<file path="src/rtl/tvgen_defines.svh">
// field widths of the page table word and the ring number
// trap vector codes handed to the microcode sequencer
// priority order of the codes is set in the vector encoder

`ifndef TVGEN_DEFINES_SVH
`define TVGEN_DEFINES_SVH

// widths fixed by the memory management architecture
`define TVGEN_PT_W    7     // wpm rpm fpm wip pgu and a two bit ring
`define TVGEN_RING_W  2     // four ring levels
`define TVGEN_TVEC_W  4     // vector width seen by the sequencer

// page table update requests sit low in the code space
`define TVGEN_TV_NONE   4'h0  // no trap pending
`define TVGEN_TV_RDOWN  4'h4  // fetch from a lower ring page
`define TVGEN_TV_WIP    4'h5  // set written in page
`define TVGEN_TV_PGU    4'h6  // set page used

// real traps use the upper half of the code space
`define TVGEN_TV_PGF    4'h8  // page not present at all
`define TVGEN_TV_PVIOL  4'h9  // permission missing for this access type
`define TVGEN_TV_RVIOL  4'hA  // page ring above the current ring
`define TVGEN_TV_PAN    4'hB  // memory did not acknowledge
`define TVGEN_TV_VTRAP  4'hC  // vectored trap request
`define TVGEN_TV_INTRQ  4'hD  // interrupt request
`define TVGEN_TV_FTRAP  4'hF  // forced trap wins over everything

`endif

</file>
<file path="src/rtl/tvgen_pkg.sv">
// shared types of the trap vector generator
// page table word with a raw view and a decoded field view
// captured access request and external trap pin bundles
// flags produced by the protection checker

`include "tvgen_defines.svh"

package tvgen_pkg;

  // decoded view of the page table word, msb first
  typedef struct packed {
    logic                     wpm;   // write permitted
    logic                     rpm;   // read permitted
    logic                     fpm;   // fetch permitted
    logic                     wip;   // page already written
    logic                     pgu;   // page already used
    logic [`TVGEN_RING_W-1:0] ring;  // ring the page belongs to
  } pt_fields_t;

  // the same seven bits are stored raw and read back as fields
  typedef union packed {
    logic [`TVGEN_PT_W-1:0] raw;     // as it arrives from the page table RAM
    pt_fields_t             fields;  // as the checker decodes it
  } pt_word_u;

  // one memory access slot as seen by the checker
  typedef struct packed {
    logic                     vacc;      // a valid access is in this slot
    logic                     ifetch;    // instruction fetch
    logic                     iwrite;    // data write
    logic                     iind;      // indirect address read
    pt_word_u                 pt;        // page table entry of the target page
    logic [`TVGEN_RING_W-1:0] pcr_ring;  // ring of the running program
  } access_t;

  // external trap pins keep their board polarity
  typedef struct packed {
    logic ftrap_n;  // forced trap, active low
    logic vtrap_n;  // vectored trap, active low
    logic pan;      // access acknowledge, low means no answer
    logic intrq;    // interrupt request, active high
    logic dstop_n;  // stop of the output register, active low
    logic poni;     // paging on
  } ext_trap_t;

  // result of the permission and ring rules
  typedef struct packed {
    logic pgf;      // page fault
    logic wpv;      // write protection violation
    logic ipv;      // indirect protection violation
    logic fpv;      // fetch protection violation
    logic rpv;      // read protection violation
    logic rviol;    // ring violation
    logic rdown;    // ring downgrade on fetch
    logic wip_set;  // written in page must be set
    logic pgu_set;  // page used must be set
    logic restr;    // restricted mode
  } check_t;

endpackage

</file>
<file path="src/rtl/tvgen_access_capture.sv">
// input register stage of the trap vector generator
// samples the access request and the trap pins on tclk
// stores the page table word into the union of the access struct

`timescale 1ns/1ps

`include "tvgen_defines.svh"

module tvgen_access_capture
  import tvgen_pkg::*;
(
  input  logic                     tclk,
  input  logic                     reset,
  input  logic                     vacc,
  input  logic                     ifetch,
  input  logic                     iwrite,
  input  logic                     iind,
  input  logic [`TVGEN_PT_W-1:0]   pt,
  input  logic [`TVGEN_RING_W-1:0] pcr_ring,
  input  logic                     ftrap_n,
  input  logic                     vtrap_n,
  input  logic                     pan,
  input  logic                     intrq,
  input  logic                     dstop_n,
  input  logic                     poni,
  output access_t                  acc,
  output ext_trap_t                ext
);

  always_ff @(posedge tclk) begin
    if (reset) begin
      acc <= '0;                   // idle slot with ring 0 and an empty page word
      ext <= '{ftrap_n: 1'b1,      // every trap line at its inactive level
               vtrap_n: 1'b1,
               pan:     1'b1,
               intrq:   1'b0,
               dstop_n: 1'b1,
               poni:    1'b0};
    end else begin
      acc.vacc     <= vacc;        // sampled every cycle even while stopped
      acc.ifetch   <= ifetch;
      acc.iwrite   <= iwrite;
      acc.iind     <= iind;
      acc.pt.raw   <= pt;          // written raw and decoded through fields later
      acc.pcr_ring <= pcr_ring;
      ext.ftrap_n  <= ftrap_n;
      ext.vtrap_n  <= vtrap_n;
      ext.pan      <= pan;
      ext.intrq    <= intrq;
      ext.dstop_n  <= dstop_n;     // stop applies to the slot captured with it
      ext.poni     <= poni;
    end
  end

endmodule

</file>
<file path="src/rtl/tvgen_protect_check.sv">
// combinational permission and ring checker
// decodes the access type from ifetch iwrite and iind
// compares the page ring with the current ring in both directions
// flags page table update cycles and restricted mode

`timescale 1ns/1ps

module tvgen_protect_check
  import tvgen_pkg::*;
(
  input  access_t   acc,
  input  ext_trap_t ext,
  output check_t    chk
);

  pt_fields_t pte;         // page table word seen through the field view
  logic       fetch_n;     // local inverses of the access qualifiers
  logic       write_n;
  logic       ind_n;
  logic       wpm_n;
  logic       rpm_n;
  logic       fpm_n;
  logic       wip_n;
  logic       pgu_n;
  logic [1:0] pring_n;     // inverted page ring bits
  logic [1:0] cring_n;     // inverted current ring bits
  logic       is_write;    // plain write
  logic       is_ind;      // indirect address read
  logic       is_fetch;    // instruction fetch
  logic       is_read;     // plain data read
  logic       ring_above;  // page ring higher than the current ring
  logic       ring_below;  // page ring lower than the current ring

  assign pte = acc.pt.fields;

  assign fetch_n = ~acc.ifetch;
  assign write_n = ~acc.iwrite;
  assign ind_n   = ~acc.iind;
  assign wpm_n   = ~pte.wpm;
  assign rpm_n   = ~pte.rpm;
  assign fpm_n   = ~pte.fpm;
  assign wip_n   = ~pte.wip;
  assign pgu_n   = ~pte.pgu;
  assign pring_n = ~pte.ring;
  assign cring_n = ~acc.pcr_ring;

  // each access type owns exactly one qualifier pattern
  assign is_write = acc.vacc & acc.iwrite & ind_n & fetch_n;
  assign is_ind   = acc.vacc & write_n & acc.iind & fetch_n;
  assign is_fetch = acc.vacc & write_n & ind_n & acc.ifetch;
  assign is_read  = acc.vacc & write_n & ind_n & fetch_n;

  // page ring greater than current ring, split into three product terms
  assign ring_above = (pte.ring[1] & cring_n[1])
                    | (pte.ring[0] & cring_n[1] & cring_n[0])
                    | (pte.ring[1] & pte.ring[0] & cring_n[0]);

  // page ring smaller than current ring, the mirror of the terms above
  assign ring_below = (pring_n[1] & acc.pcr_ring[1])
                    | (pring_n[1] & pring_n[0] & acc.pcr_ring[0])
                    | (pring_n[0] & acc.pcr_ring[1] & acc.pcr_ring[0]);

  assign chk.pgf     = acc.vacc & wpm_n & rpm_n & fpm_n;  // no permission bit at all
  assign chk.wpv     = is_write & wpm_n;
  assign chk.ipv     = is_ind & rpm_n & fpm_n;            // indirect may use read or fetch
  assign chk.fpv     = is_fetch & fpm_n;
  assign chk.rpv     = is_read & rpm_n;
  assign chk.rviol   = acc.vacc & ring_above;
  assign chk.rdown   = is_fetch & pte.fpm & ring_below;   // program drops to the page ring
  assign chk.wip_set = is_write & pte.wpm & wip_n;
  assign chk.pgu_set = acc.vacc & pgu_n;                  // first touch of the page
  assign chk.restr   = ext.poni & cring_n[1];             // rings 0 and 1 with paging on

endmodule

</file>
<file path="src/rtl/tvgen_vector_encode.sv">
// output stage of the trap vector generator
// priority encoder from check flags and trap pins to one vector code
// registered vector with the protection violation and restricted flags
// the register holds its contents while dstop_n is low

`timescale 1ns/1ps

`include "tvgen_defines.svh"

module tvgen_vector_encode
  import tvgen_pkg::*;
(
  input  logic                     tclk,
  input  logic                     reset,
  input  check_t                   chk,
  input  ext_trap_t                ext,
  output logic [`TVGEN_TVEC_W-1:0] tvec,
  output logic                     pviol,
  output logic                     restr
);

  logic [`TVGEN_TVEC_W-1:0] tvec_next;   // winning code of this slot
  logic                     prot_other;  // protection violation other than page fault
  logic                     pviol_next;

  assign prot_other = chk.wpv | chk.ipv | chk.fpv | chk.rpv;
  assign pviol_next = chk.pgf | prot_other;  // page fault counts as a violation too

  // highest priority first
  always_comb begin
    if (!ext.ftrap_n) begin
      tvec_next = `TVGEN_TV_FTRAP;
    end else if (chk.pgf) begin
      tvec_next = `TVGEN_TV_PGF;
    end else if (prot_other) begin
      tvec_next = `TVGEN_TV_PVIOL;
    end else if (chk.rviol) begin
      tvec_next = `TVGEN_TV_RVIOL;
    end else if (!ext.pan) begin
      tvec_next = `TVGEN_TV_PAN;       // memory gave no acknowledge
    end else if (!ext.vtrap_n) begin
      tvec_next = `TVGEN_TV_VTRAP;
    end else if (ext.intrq) begin
      tvec_next = `TVGEN_TV_INTRQ;
    end else if (chk.rdown) begin
      tvec_next = `TVGEN_TV_RDOWN;     // update requests only when nothing traps
    end else if (chk.wip_set) begin
      tvec_next = `TVGEN_TV_WIP;
    end else if (chk.pgu_set) begin
      tvec_next = `TVGEN_TV_PGU;
    end else begin
      tvec_next = `TVGEN_TV_NONE;
    end
  end

  always_ff @(posedge tclk) begin
    if (reset) begin
      tvec  <= `TVGEN_TV_NONE;
      pviol <= 1'b0;
      restr <= 1'b0;
    end else if (ext.dstop_n) begin  // a low dstop_n freezes all three outputs
      tvec  <= tvec_next;
      pviol <= pviol_next;
      restr <= chk.restr;
    end
  end

endmodule

</file>
<file path="src/rtl/tvgen_top.sv">
// top level of the trap vector generator
// capture register then protection checker then vector register
// two tclk edges from the input pins to tvec pviol and restr

`timescale 1ns/1ps

`include "tvgen_defines.svh"

module tvgen_top
  import tvgen_pkg::*;
(
  input  logic                     tclk,
  input  logic                     reset,
  input  logic                     vacc,
  input  logic                     ifetch,
  input  logic                     iwrite,
  input  logic                     iind,
  input  logic [`TVGEN_PT_W-1:0]   pt,
  input  logic [`TVGEN_RING_W-1:0] pcr_ring,
  input  logic                     ftrap_n,
  input  logic                     vtrap_n,
  input  logic                     pan,
  input  logic                     intrq,
  input  logic                     dstop_n,
  input  logic                     poni,
  output logic [`TVGEN_TVEC_W-1:0] tvec,
  output logic                     pviol,
  output logic                     restr
);

  access_t   acc;  // registered access slot
  ext_trap_t ext;  // registered trap pins
  check_t    chk;  // rule results for the slot in acc

  tvgen_access_capture u_access_capture (
    .tclk     (tclk),
    .reset    (reset),
    .vacc     (vacc),
    .ifetch   (ifetch),
    .iwrite   (iwrite),
    .iind     (iind),
    .pt       (pt),
    .pcr_ring (pcr_ring),
    .ftrap_n  (ftrap_n),
    .vtrap_n  (vtrap_n),
    .pan      (pan),
    .intrq    (intrq),
    .dstop_n  (dstop_n),
    .poni     (poni),
    .acc      (acc),
    .ext      (ext)
  );

  tvgen_protect_check u_protect_check (
    .acc (acc),
    .ext (ext),
    .chk (chk)
  );

  tvgen_vector_encode u_vector_encode (
    .tclk  (tclk),
    .reset (reset),
    .chk   (chk),
    .ext   (ext),
    .tvec  (tvec),
    .pviol (pviol),
    .restr (restr)
  );

endmodule

</file>
<file path="config.mk">
export PLATFORM = sky130hd
export DESIGN_NAME = tvgen_top
export DESIGN_NICKNAME = d
export VERILOG_FILES = /design/src/rtl/tvgen_pkg.sv /design/src/rtl/tvgen_access_capture.sv /design/src/rtl/tvgen_protect_check.sv /design/src/rtl/tvgen_vector_encode.sv /design/src/rtl/tvgen_top.sv
export VERILOG_INCLUDE_DIRS = /design/src /design/src/rtl
export SDC_FILE = /design/constraint.sdc
export NUM_CORES = 1
export LEC_CHECK = 0
export BUFFER_PORTS_ARGS = -buffer_cell sky130_fd_sc_hd__buf_2
export CORE_MARGIN = 2
export CORE_UTILIZATION = 49
export CTS_CLUSTER_DIAMETER = 40
export CTS_CLUSTER_SIZE = 16
export DETAILED_ROUTE_END_ITERATION = 8
export PLACE_DENSITY = 0.76
export SLEW_MARGIN = 25
export SYNTH_ARGS = -nofsm -noshare
export SYNTH_HDL_FRONTEND = slang
export SYNTH_SLANG_ARGS = --single-unit
</file>
<file path="constraint.sdc">
create_clock -name tclk -period 1.7 [get_ports tclk]
set_input_delay 0.51 -clock tclk [delete_from_list [all_inputs] [get_ports tclk]]
set_output_delay 0.51 -clock tclk [all_outputs]
set_load 0.005 [all_outputs]
</file>
Word level (Yosys, flattened, before mapping)
Cells that the tools add are included.
{"block": "word_totals", "in_bits": 21, "reg_bits": 25, "word_cells": 77}
{"block": "op_classes", "n_bitwise": 52, "muxes": 10}
{"op": "4-bit 2-to-1 mux", "count": 9}
{"op": "1-bit bitwise AND", "count": 34}
{"op": "1-bit NOT", "count": 8}
{"op": "1-bit bitwise OR", "count": 8}
{"op": "2-bit NOT", "count": 2}
{"op": "3-bit 2-to-1 mux", "count": 1}

Logic depth before layout (Yosys ltp)
Gate-level depths: netlist of run 1.
{"block": "depth", "word_depth": 14, "ltp_mapped": 5, "depth_no_buf": 5}

Cells and area by module
Synthesis of run 1 repeated with hierarchy kept, for this count alone.
{"block": "hier_totals", "cells_unflattened": 95, "area_unflattened_um2": 964.7}
{"mod": "tvgen_access_capture", "area_each_um2": 521.8, "instances": 1, "cells_each": 39}
{"mod": "tvgen_vector_encode", "area_each_um2": 307.8, "instances": 1, "cells_each": 37}
{"mod": "tvgen_protect_check", "area_each_um2": 135.1, "instances": 1, "cells_each": 19}

Worst setup path before layout of run 1
No wires, ideal clock.
{"block": "synth_timing", "path_type": "register to register", "from": "reg u_access_capture.acc[2] (netlist name)", "to": "reg u_vector_encode.tvec[2]", "t_arrival_ns": 1.202, "path_stages_with_launch": 6, "period_less_slack_ns": 1.282, "required_time_ns": 1.621, "path_slack_ns": 0.418, "path_buffers": 0, "cell_sequence": "dfxtp_1 -> nor2b_1 -> maj3_2 -> a21boi_2 -> o311ai_1 -> a211oi_2"}
{"block": "synth_via", "elab_chain_cells": 14, "elab_cells_between_ends": 23, "classes_between": "8 x mux; 15 x bitwise"}
{"element": "2-bit NOT", "line": "tvgen_protect_check.sv:44", "rtl": "assign pring_n = ~pte.ring;"}
{"element": "1-bit bitwise AND (2 in a row)", "line": "tvgen_protect_check.sv:60", "rtl": "| (pring_n[1] & pring_n[0] & acc.pcr_ring[0])"}
{"element": "1-bit bitwise OR", "line": "tvgen_protect_check.sv:60"}
{"element": "1-bit bitwise OR", "line": "tvgen_protect_check.sv:61", "rtl": "| (pring_n[0] & acc.pcr_ring[1] & acc.pcr_ring[0]);"}
{"element": "1-bit bitwise AND", "line": "tvgen_protect_check.sv:69", "rtl": "assign chk.rdown = is_fetch & pte.fpm & ring_below;"}
{"element": "4-bit 2-to-1 mux", "line": "tvgen_vector_encode.sv:45", "rtl": "end else if (chk.rdown) begin"}
{"element": "4-bit 2-to-1 mux", "line": "tvgen_vector_encode.sv:43", "rtl": "end else if (ext.intrq) begin"}
{"element": "4-bit 2-to-1 mux", "line": "tvgen_vector_encode.sv:41", "rtl": "end else if (!ext.vtrap_n) begin"}
{"element": "4-bit 2-to-1 mux", "line": "tvgen_vector_encode.sv:39", "rtl": "end else if (!ext.pan) begin"}
{"element": "4-bit 2-to-1 mux *", "line": "tvgen_vector_encode.sv:37", "rtl": "end else if (chk.rviol) begin"}
{"element": "4-bit 2-to-1 mux *", "line": "tvgen_vector_encode.sv:35", "rtl": "end else if (prot_other) begin"}
{"element": "4-bit 2-to-1 mux *", "line": "tvgen_vector_encode.sv:33", "rtl": "end else if (chk.pgf) begin"}
{"element": "4-bit 2-to-1 mux *", "line": "tvgen_vector_encode.sv:31", "rtl": "if (!ext.ftrap_n) begin"}
{"element": "end signal: assignment", "line": "tvgen_vector_encode.sv:58", "rtl": "tvec <= `TVGEN_TV_NONE;"}
{"element": "end signal: assignment", "line": "tvgen_vector_encode.sv:62", "rtl": "tvec <= tvec_next;"}
{"element": "end: declaration", "line": "tvgen_vector_encode.sv:17", "rtl": "output logic [`TVGEN_TVEC_W-1:0] tvec,"}
Every way passes the cells marked *; elsewhere a longest branch is shown, timed or not.
A chain may end at the register's enable or synchronous reset.

Worst setup path in the final report of run 1
{"block": "layout_timing", "from": "reg u_access_capture.acc[1] (netlist name)", "to": "reg u_vector_encode.tvec[2]"}
{"block": "layout_via", "elab_chain_cells": 12, "elab_cells_between_ends": 21, "classes_between": "8 x mux; 13 x bitwise"}
{"element": "1-bit bitwise AND, on equally long branches", "line": "tvgen_protect_check.sv:59, tvgen_protect_check.sv:61"}
{"element": "1-bit bitwise OR / 1-bit bitwise AND (equally long branches)", "line": "tvgen_protect_check.sv:60, tvgen_protect_check.sv:61"}
{"element": "1-bit bitwise OR", "line": "tvgen_protect_check.sv:61"}
{"element": "1-bit bitwise AND", "line": "tvgen_protect_check.sv:69"}
{"element": "4-bit 2-to-1 mux", "line": "tvgen_vector_encode.sv:45"}
{"element": "4-bit 2-to-1 mux", "line": "tvgen_vector_encode.sv:43"}
{"element": "4-bit 2-to-1 mux", "line": "tvgen_vector_encode.sv:41"}
{"element": "4-bit 2-to-1 mux", "line": "tvgen_vector_encode.sv:39"}
{"element": "4-bit 2-to-1 mux *", "line": "tvgen_vector_encode.sv:37"}
{"element": "4-bit 2-to-1 mux *", "line": "tvgen_vector_encode.sv:35"}
{"element": "4-bit 2-to-1 mux *", "line": "tvgen_vector_encode.sv:33"}
{"element": "4-bit 2-to-1 mux *", "line": "tvgen_vector_encode.sv:31"}
Marks and branches as above.

==> results of run 1 <==
## final timing paths
kind / startpoint / end / depth (start not counted)
max reg2reg: u_access_capture.acc[1] / u_vector_encode.tvec[2] / 5
min: vtrap_n / u_access_capture.ext[4] / 2
min reg2reg: u_vector_encode.restr / u_vector_encode.restr / 2
max: u_access_capture.acc[1] / u_vector_encode.tvec[2] / 5
## synthesized netlist by cell type, types with 2 or more instances
cell | n | area [um^2]
dfxtp_1 | 25 | 500
nor2b_1 | 17 | 106
nand2_1 | 7 | 26.3
nor2_1 | 7 | 26.3
or2_2 | 4 | 25.0
clkbuf_1 | 3 | 11.3
nor3b_1 | 3 | 22.5
a211oi_1 | 2 | 15.0
nand2b_1 | 2 | 12.5
nand3_1 | 2 | 10.0
o21ai_1 | 2 | 10.0
## per-layer routing
metal  track usage  up-vias  wire, um
met5             0        -         0
met2         0.241       20       645
met1         0.192      312       700
met3        0.0453        2        77
li1              -      372         -
met4        0.0667        0        14
## metrics by stage
step / hold WS [ps] / setup slack (ps) / instances / cell area (um^2) / util
after floorplan: 450 / 418 / 94 / 928 / -
after global placement: 452 / 322 / 142 / 1080 / 0.618
after detailed placement: 458 / 327 / 142 / 1080 / 0.618
after CTS: 369 / 276 / 146 / 1100 / 0.633
after global routing: 366 / 170 / 146 / 1100 / 0.633
final: 377 / 287 / 146 / 1100 / 0.633
## power by group
part / internal (mW) / switching [mW] / leakage [nW] / total, mW
sequential: 0.622 / 0.0219 / 0.208 / 0.644
combinational: 0.0650 / 0.0476 / 0.246 / 0.113
clock: 0.0914 / 0.160 / 0.0150 / 0.252
## cells in the final DEF, fill, tap and decap left out, drive strengths merged, types with 2 or more instances in the layout
cell	count
maj3	2
nand2b	2
buf	26
o21ai	3
a211oi	3
nand2	7
nor3b	3
or2	4
clkbuf	4
nor2b	17
nor2	7
nand3	2
dfxtp	25
## cell type report
type                            instances  area, um^2
Tap cell                               25        31.3
Timing Repair Buffer                   26         130
Inverter                                1        3.75
Sequential cell                        25         500
Clock buffer                            4        26.3
Fill cell                             174         641
Multi-Input combinational cell         65         413
## worst register-to-register path, cell delays in order (launching register included)
cell and delay [ps]:
dfxtp_1 340, clkinv_1 100, maj3_2 330, a21boi_2 200
o311ai_1 160, a211oi_2 220
## state kept, by name, summed over array words and instances, names as in the netlist
register,count
u_access_capture.acc,13
u_vector_encode.tvec,4
u_vector_encode.pviol,1
u_access_capture.ext,6
u_vector_encode.restr,1
## cell families after synthesis
family          synth area share
fa+ha+maj                 0.0229
compound gates            0.0984
buf+inv                   0.0162
flops                      0.539
simple gates               0.323
==> qor.yml, run 1 <==
tns_ps: 0
ctsResizeCount: 0
rrSetupSlack_ps: 290
ios: 27
p_leak_nw: 0.469
vias: 706
seq_area_frac_synth: 0.539
cts_max_path_buffers: 2
syn_inst: 94
timing.final.hold_violations: 0
synthArstFlopShare: 0
die_area_um2: 2260
antenna_found_initial: 0
yosysUniqueCellTypes: 31
synth_edf_count: 0
avgSynthCellArea_um2: 9.88
hold_path_class: "in -> reg"
tightest_slew_ps: 403
netlist_area_um2: 928
slew_viol_final: 0
drc: 0
grt_max_degree: 26
initial_core_util: 0.532
diodes: 0
post_drt_wl_per_cell_um: 9.86
ys_warn_count: 0
skew_ps: 3.71
crit_fanout: 3
insertion_delay_ps: 300
clk_pin_slew_ps: 130
cts_tree: "yes"
portBuffers: 26
grt_use_total: 0.152
htreeDepth: 1
synth-seq-cells: 25
die_h_um: 47.5
grt-ovfl-total: 0
drv_cap: 0
cts_root_buf: "clkbuf_4"
setup_viol: 0
rows: 15
dr.first_iter.drc_count: 4
critical_path_class: "reg -> reg"
rsz0062_at_grt: "false"
dr.pass1.iters: 2
cp-end-kind: "flop"
ys_dominant_reg_cell: "dfxtp_1"
cp_slowest_cell: "dfxtp_1"
worst_ep_required_time_ps: 1940
die_w_um: 47.5
drt_wl_total_mm: 1.44
fmax_mhz: 707
post_cts_buffers: 0
cts_num_sinks: 25
power_mw: 1.01
relSlewSlack: 0.731
synth_nets: 115
start_kind: "flop"
via_per_inst: 4.84
fin_nets: 143
syn_to_final_growth_pct: 19.0
critical_path.max_stage_delay_ps: 340
gp_congestion: 0.811
cp_cell_sequence: "clkinv_1 > maj3_2 > a21boi_2 > o311ai_1 > a211oi_2"
arrival_ps: 1650
drive_gt1_frac: 0.298
crit_buf_inv: 1
cts_buffers: 3
ir_drop_mv: 0.583
grt_pass1_vias: 620
p_per_area_nw_per_um2: 913
period_minus_slack_ps: 1410
cts_hold_buf: 0
period_share: 0.831
antenna_left: 0
critPathTopFamily: "compound AO/OA/AOI/OAI gates"
status: "complete, no violations"
grt_pass1_wl_mm: 2.42
core_area_um2: 1750
No activity file was read; power rests on OpenSTA's default activity.
==> inputs of run 2 (changes only) <==
--- a/config.mk
+++ b/config.mk
@@ -6,13 +6,14 @@
 export SDC_FILE = /design/constraint.sdc
 export NUM_CORES = 1
 export LEC_CHECK = 0
+export ABC_AREA = 1
 export BUFFER_PORTS_ARGS = -buffer_cell sky130_fd_sc_hd__buf_2
 export CORE_MARGIN = 2
-export CORE_UTILIZATION = 49
+export CORE_UTILIZATION = 45
 export CTS_CLUSTER_DIAMETER = 40
 export CTS_CLUSTER_SIZE = 16
 export DETAILED_ROUTE_END_ITERATION = 8
-export PLACE_DENSITY = 0.76
+export PLACE_DENSITY = 0.73
 export SLEW_MARGIN = 25
 export SYNTH_ARGS = -nofsm -noshare
 export SYNTH_HDL_FRONTEND = slang
==> constraint.sdc (replaced) <==
create_clock -name tclk -period 1.3 [get_ports tclk]
set_input_delay 0.39 -clock tclk [delete_from_list [all_inputs] [get_ports tclk]]
set_output_delay 0.39 -clock tclk [all_outputs]
set_load 0.005 [all_outputs]
==> run 2 against run 1 <==
  * Combinational power grew 50%
  * Critical path depth shrank 4
  * Highest routed layer unchanged
  * Largest power group unchanged
  * Routed wire length grew 18%
  * Cell count grew 27%
  * First-iteration DRC count grew 75%
  * Clock-buffer cell count is the same
==> qor.yml, run 2 <==
status: "complete, no violations"
synth_top_area_frac: 0.504
skew_ps: 4.31
htreeDepth: 1
synth_nets: 152
die_h_um: 51.0
largest-register: "u_access_capture.acc"
yosysUniqueCellTypes: 21
via_per_inst: 4.48
post_cts_buffers: 0
yosysMostFrequentCell: "inv_1"
syn_to_final_growth_pct: 17.9
dr.first_iter.drc_count: 7
fin_ws_ps: 137
vias: 828
cp_cell_sequence: "buf_2"
fmax_mhz: 860
start_kind: "flop"
diodes: 0
cp_slowest_cell: "dfxtp_1"
drv_cap: 0
fin_cells: 185
syn_inst: 131
die_area_um2: 2600
period_minus_slack_ps: 1160
gp_congestion: 0.813
netlist_area_um2: 992
critical_path_class: "reg -> out"
cts_num_sinks: 25
antenna_found_initial: 0
p_per_area_nw_per_um2: 1150
cts_hold_buf: 0
crit_cells: 1
clk_pin_slew_ps: 130
drt_wl_total_mm: 1.69
dp_cells: 181
synthArstFlopShare: 0
arrival_ps: 770
initial_core_util: 0.491
crit_fanout: 2
grt_use_total: 0.143
layout_common_cells: "inv_1 (28), buf_2 (26), dfxtp_1 (25)"
seq_area_frac_synth: 0.504
critPathTopFamily: "flip-flops"
p_leak_nw: 0.623
post_drt_wl_per_cell_um: 9.15
relSlewSlack: 0.775
yosys.area.top_type: "dfxtp_1"
period_share: 0.895
fill_cells: 197
slew_viol_final: 0
insertion_delay_ps: 310
largest_reg_flops: 13
final_core_util: 0.579
synth_edf_count: 0
clkPwrFrac: 0.248
cts_max_path_buffers: 2
avgSynthCellArea_um2: 7.57
ios: 27
tightest_slew_ps: 338
portBuffers: 26
grt_max_degree: 22
rsz0062_at_grt: "false"
ctsResizeCount: 0
fin_area_um2: 1170
synth_common_cells: "inv_1 (28), dfxtp_1 (25), nor2_1 (21), nand2_1 (17), o21ai_0 (6)"
dpl_cell_area_um2: 1140
crit_buf_inv: 1
hold_path_class: "in -> reg"
drc: 0
ys_dominant_reg_cell: "dfxtp_1"
hpwl_mm: 1.33
core_area_um2: 2020
r2r_cells: 7
grt-ovfl-total: 0
top_regs: "u_access_capture.acc (13), u_access_capture.ext (6), u_vector_encode.tvec (4)"
ys_warn_count: 0
p_sw_mw: 0.332
grt_pass1_wl_mm: 2.77
grt_pass1_vias: 702
tns_ps: 0
synth-seq-cells: 25
swShare: 0.247
power_frac_seq: 0.625
cp-end-kind: "output port"
cts_tree: "yes"
cts_buffers: 3
dr.pass1.iters: 4
hold_depth: 2
ir_drop_mv: 0.714
power_mw: 1.35
cts_root_buf: "clkbuf_4"
fin_nets: 180
layout_commonest_cell: "inv_1"
worst_ep_required_time_ps: 910
critical_path.max_stage_delay_ps: 350
dp_slack_ps: 141
rows: 16
p_int_mw: 1.01
hold-worst-slack_ps: 247
setup_viol: 0
drive_gt1_frac: 0.278
antenna_left: 0
timing.final.hold_violations: 0
rrSetupSlack_ps: 160
combPwrFrac: 0.126
synthTopCellsByArea: "dfxtp_1 (50%), inv_1 (11%), nor2_1 (7.9%)"
die_w_um: 51.0
-- run 2: logic make-up after synthesis --
family,count (synthesis),synth area share
buffers and inverters,33,0.126
and+or+nand+nor,58,0.284
AOI/OAI and AO/OA,15,0.0857
DFF,25,0.504
-- run 2: cell type report --
cell class                 instances  area, um^2  share of cell area
multi-input combinational         73         367               0.313
timing repair buffer              26         130               0.111
inverter                          30         113              0.0963
sequential                        25         500               0.428
tap                               27        33.8              0.0289
clock buffer                       4        26.3              0.0225
-- run 2: final timing paths --
path                            startpoint                      end
hold / removal                     vtrap_n  u_access_capture.ext[4]
setup / recovery   u_vector_encode.tvec[3]                  tvec[3]
setup reg to reg  u_access_capture.acc[11]  u_vector_encode.tvec[1]
hold reg to reg    u_access_capture.ext[0]    u_vector_encode.restr
-- run 2: power groups by stage --
stage / combinational [mW] / clock [mW] / sequential (mW)
CTS: 0.172 / 0.337 / 0.842
detailed placement: 0.172 / 0 / 0.859
finish: 0.170 / 0.334 / 0.841
global route: 0.197 / 0.375 / 0.847
floorplan: 0.112 / 0 / 0.854
global placement: 0.166 / 0 / 0.858
-- run 2: per-layer routing --
| metal | wire length (um) | global-route usage | share of wire |
|---|---|---|---|
| met1 | 753 | 0.168 | 0.45 |
| met2 | 842 | 0.242 | 0.50 |
| met3 | 71 | 0.0351 | 0.042 |
| met4 | 24 | 0.0676 | 0.014 |
| met5 | 0 | 0 | 0 |
==> inputs of run 3 (changes only) <==
==> constraint.sdc (replaced) <==
create_clock -name tclk -period 1.05 [get_ports tclk]
set_input_delay 0.315 -clock tclk [delete_from_list [all_inputs] [get_ports tclk]]
set_output_delay 0.315 -clock tclk [all_outputs]
set_load 0.005 [all_outputs]
==> run 3 against run 2 <==
  * The run now ends with setup timing left
  * Worst hold slack lost 68 ps
  * Sequential share of layout area shrank 1.7 points
  * Register-to-register slack lost 220 ps
  * Clock skew shrank 3.0 ps
  * Combinational power grew 42%
  * Die area is the same
  * Critical path depth grew 7
  * Clock power grew 22%
  * Non-clock buffer count grew 5
  * Sequential cell count is the same
  * Largest power group unchanged
  * Core utilization grew 4.4 points
  * Final area grew 7.6%
==> qor.yml, run 3 (same netlist as run 2, synthesis figures left out) <==
fin_area_um2: 1260
period_minus_slack_ps: 1110
hold_path_class: "in -> reg"
wl_met1_um: 765
drc: 0
slew_viol_final: 0
htreeDepth: 1
grt_pass1_wl_mm: 3.19
arrival_ps: 1320
top_regs: "u_access_capture.acc (13), u_access_capture.ext (6), u_vector_encode.tvec (4)"
drive_gt1_frac: 0.399
hpwl_mm: 1.37
fin_ws_ps: -59.7
initial_core_util: 0.491
die_area_um2: 2600
grt_max_degree: 14
p_leak_nw: 0.656
fin_nets: 185
grt_pass1_vias: 796
hp-start: "dstop_n"
cts_tree: "yes"
cts_hold_buf: 0
relSlewSlack: 0.808
syn_to_final_growth_pct: 26.9
insertion_delay_ps: 310
tns_ps: -314
clk_pin_slew_ps: 120
violations: "setup timing"
r2r_cells: 8
antenna_left: 0
crit_start: "u_access_capture.acc[10]"
layout_commonest_cell: "inv_1"
skew_ps: 1.31
drt_wl_total_mm: 1.81
core_area_um2: 2020
cts_max_path_buffers: 2
status: "finished, violations left"
period_share: 1.06
fmax_mhz: 901
layout_common_cells: "inv_1 (27), buf_2 (26), nor2_1 (21)"
setup_viol: 10
hold_depth: 2
worst_ep_required_time_ps: 1260
tightest_slew_ps: 285
dr_wl_met3_um: 90
rsz0062_at_grt: "true"
start_kind: "flop"
cts_buffers: 3
drv_cap: 0
ios: 27
p_per_area_nw_per_um2: 1350
grt_use_total: 0.159
vias: 842
critical_path_class: "reg -> reg"
diodes: 0
r2r_start: "u_access_capture.acc[10]"
rows: 16
timing.final.hold_violations: 0
die_h_um: 51.0
final_core_util: 0.623
hold-worst-slack_ps: 179
post_drt_wl_per_cell_um: 9.52
crit_fanout: 3
ir_drop_mv: 0.887
die_w_um: 51.0
largest_reg_flops: 13
cp-end-kind: "flop"
via_per_inst: 4.43
wl_met2_um: 945
largest-register: "u_access_capture.acc"
antenna_found_initial: 0
cts_root_buf: "clkbuf_4"
dpl_cell_area_um2: 1170
gp_congestion: 0.768
cts_num_sinks: 25
portBuffers: 26
dr.first_iter.drc_count: 7
dr.pass1.iters: 4
top_layer: "met4"
grt-ovfl-total: 0
-- run 3: cell count changes in the layout (fill, tap and decap cells not counted) --
cell / change
dfxtp_1: -13
dfxtp_2: +13
buf_4: +5
nor2_2: -3
nor2_4: +3
a21boi_1: -1
a21boi_2: +1
inv_1: -1
inv_4: +1
nor3_1: -1
nor3_2: +1
nor4_2: -1
nor4_4: +1
-- run 3: power breakdown --
part / internal, mW / switching [mW] / leakage [nW]
Sequential: 1.01 / 0.0371 / 0.212
Combinational: 0.117 / 0.124 / 0.429
Clock: 0.148 / 0.258 / 0.0150
-- run 3: worst paths after layout --
check | to | slack, ps
min reg2reg | u_vector_encode.restr | 490
max reg2reg | u_vector_encode.tvec[1] | -60
min | u_access_capture.ext[1] | 180
max | u_vector_encode.tvec[1] | -60
-- run 3: area by class of cell --
| cell class | instances | area, um^2 |
|---|---|---|
| Fill cell | 187 | 763 |
| Sequential cell | 25 | 517 |
| Multi-Input combinational cell | 73 | 399 |
| Timing Repair Buffer | 31 | 168 |
| Inverter | 30 | 115 |
| Tap cell | 27 | 33.8 |
| Clock buffer | 4 | 26.3 |
-- run 3: metal layers --
layer,track usage,vias to the layer above
li1,-,457
met1,0.193,365
met2,0.275,18
met3,0.0380,2
met4,0.0541,0
met5,0,-
-- run 3: worst max-delay path: stages, from the launching register on --
cell and delay, ps:
dfxtp_2 350, inv_2 80, nand2_1 70, nor3_2 110, nand3_1 130, nand3b_1 110
nand2_1 50, nand2_1 50, a21oi_1 50
-- run 3: per-stage QoR --
step	power, mW	cells	setup slack, ps
after global placement	1.28	185	-48.4
after CTS	1.71	190	-49.9
after floorplan	1.20	131	50.8
after detailed placement	1.29	185	-76.5
after global routing	1.80	190	-172
final	1.70	190	-59.7
-- run 3: repair_timing --
action	in CTS	in global routing
buffers inserted	1	0
gates resized for setup	14	7
endpoints found under the setup margin	10	11
cloned	0	0
pin swaps	1	1
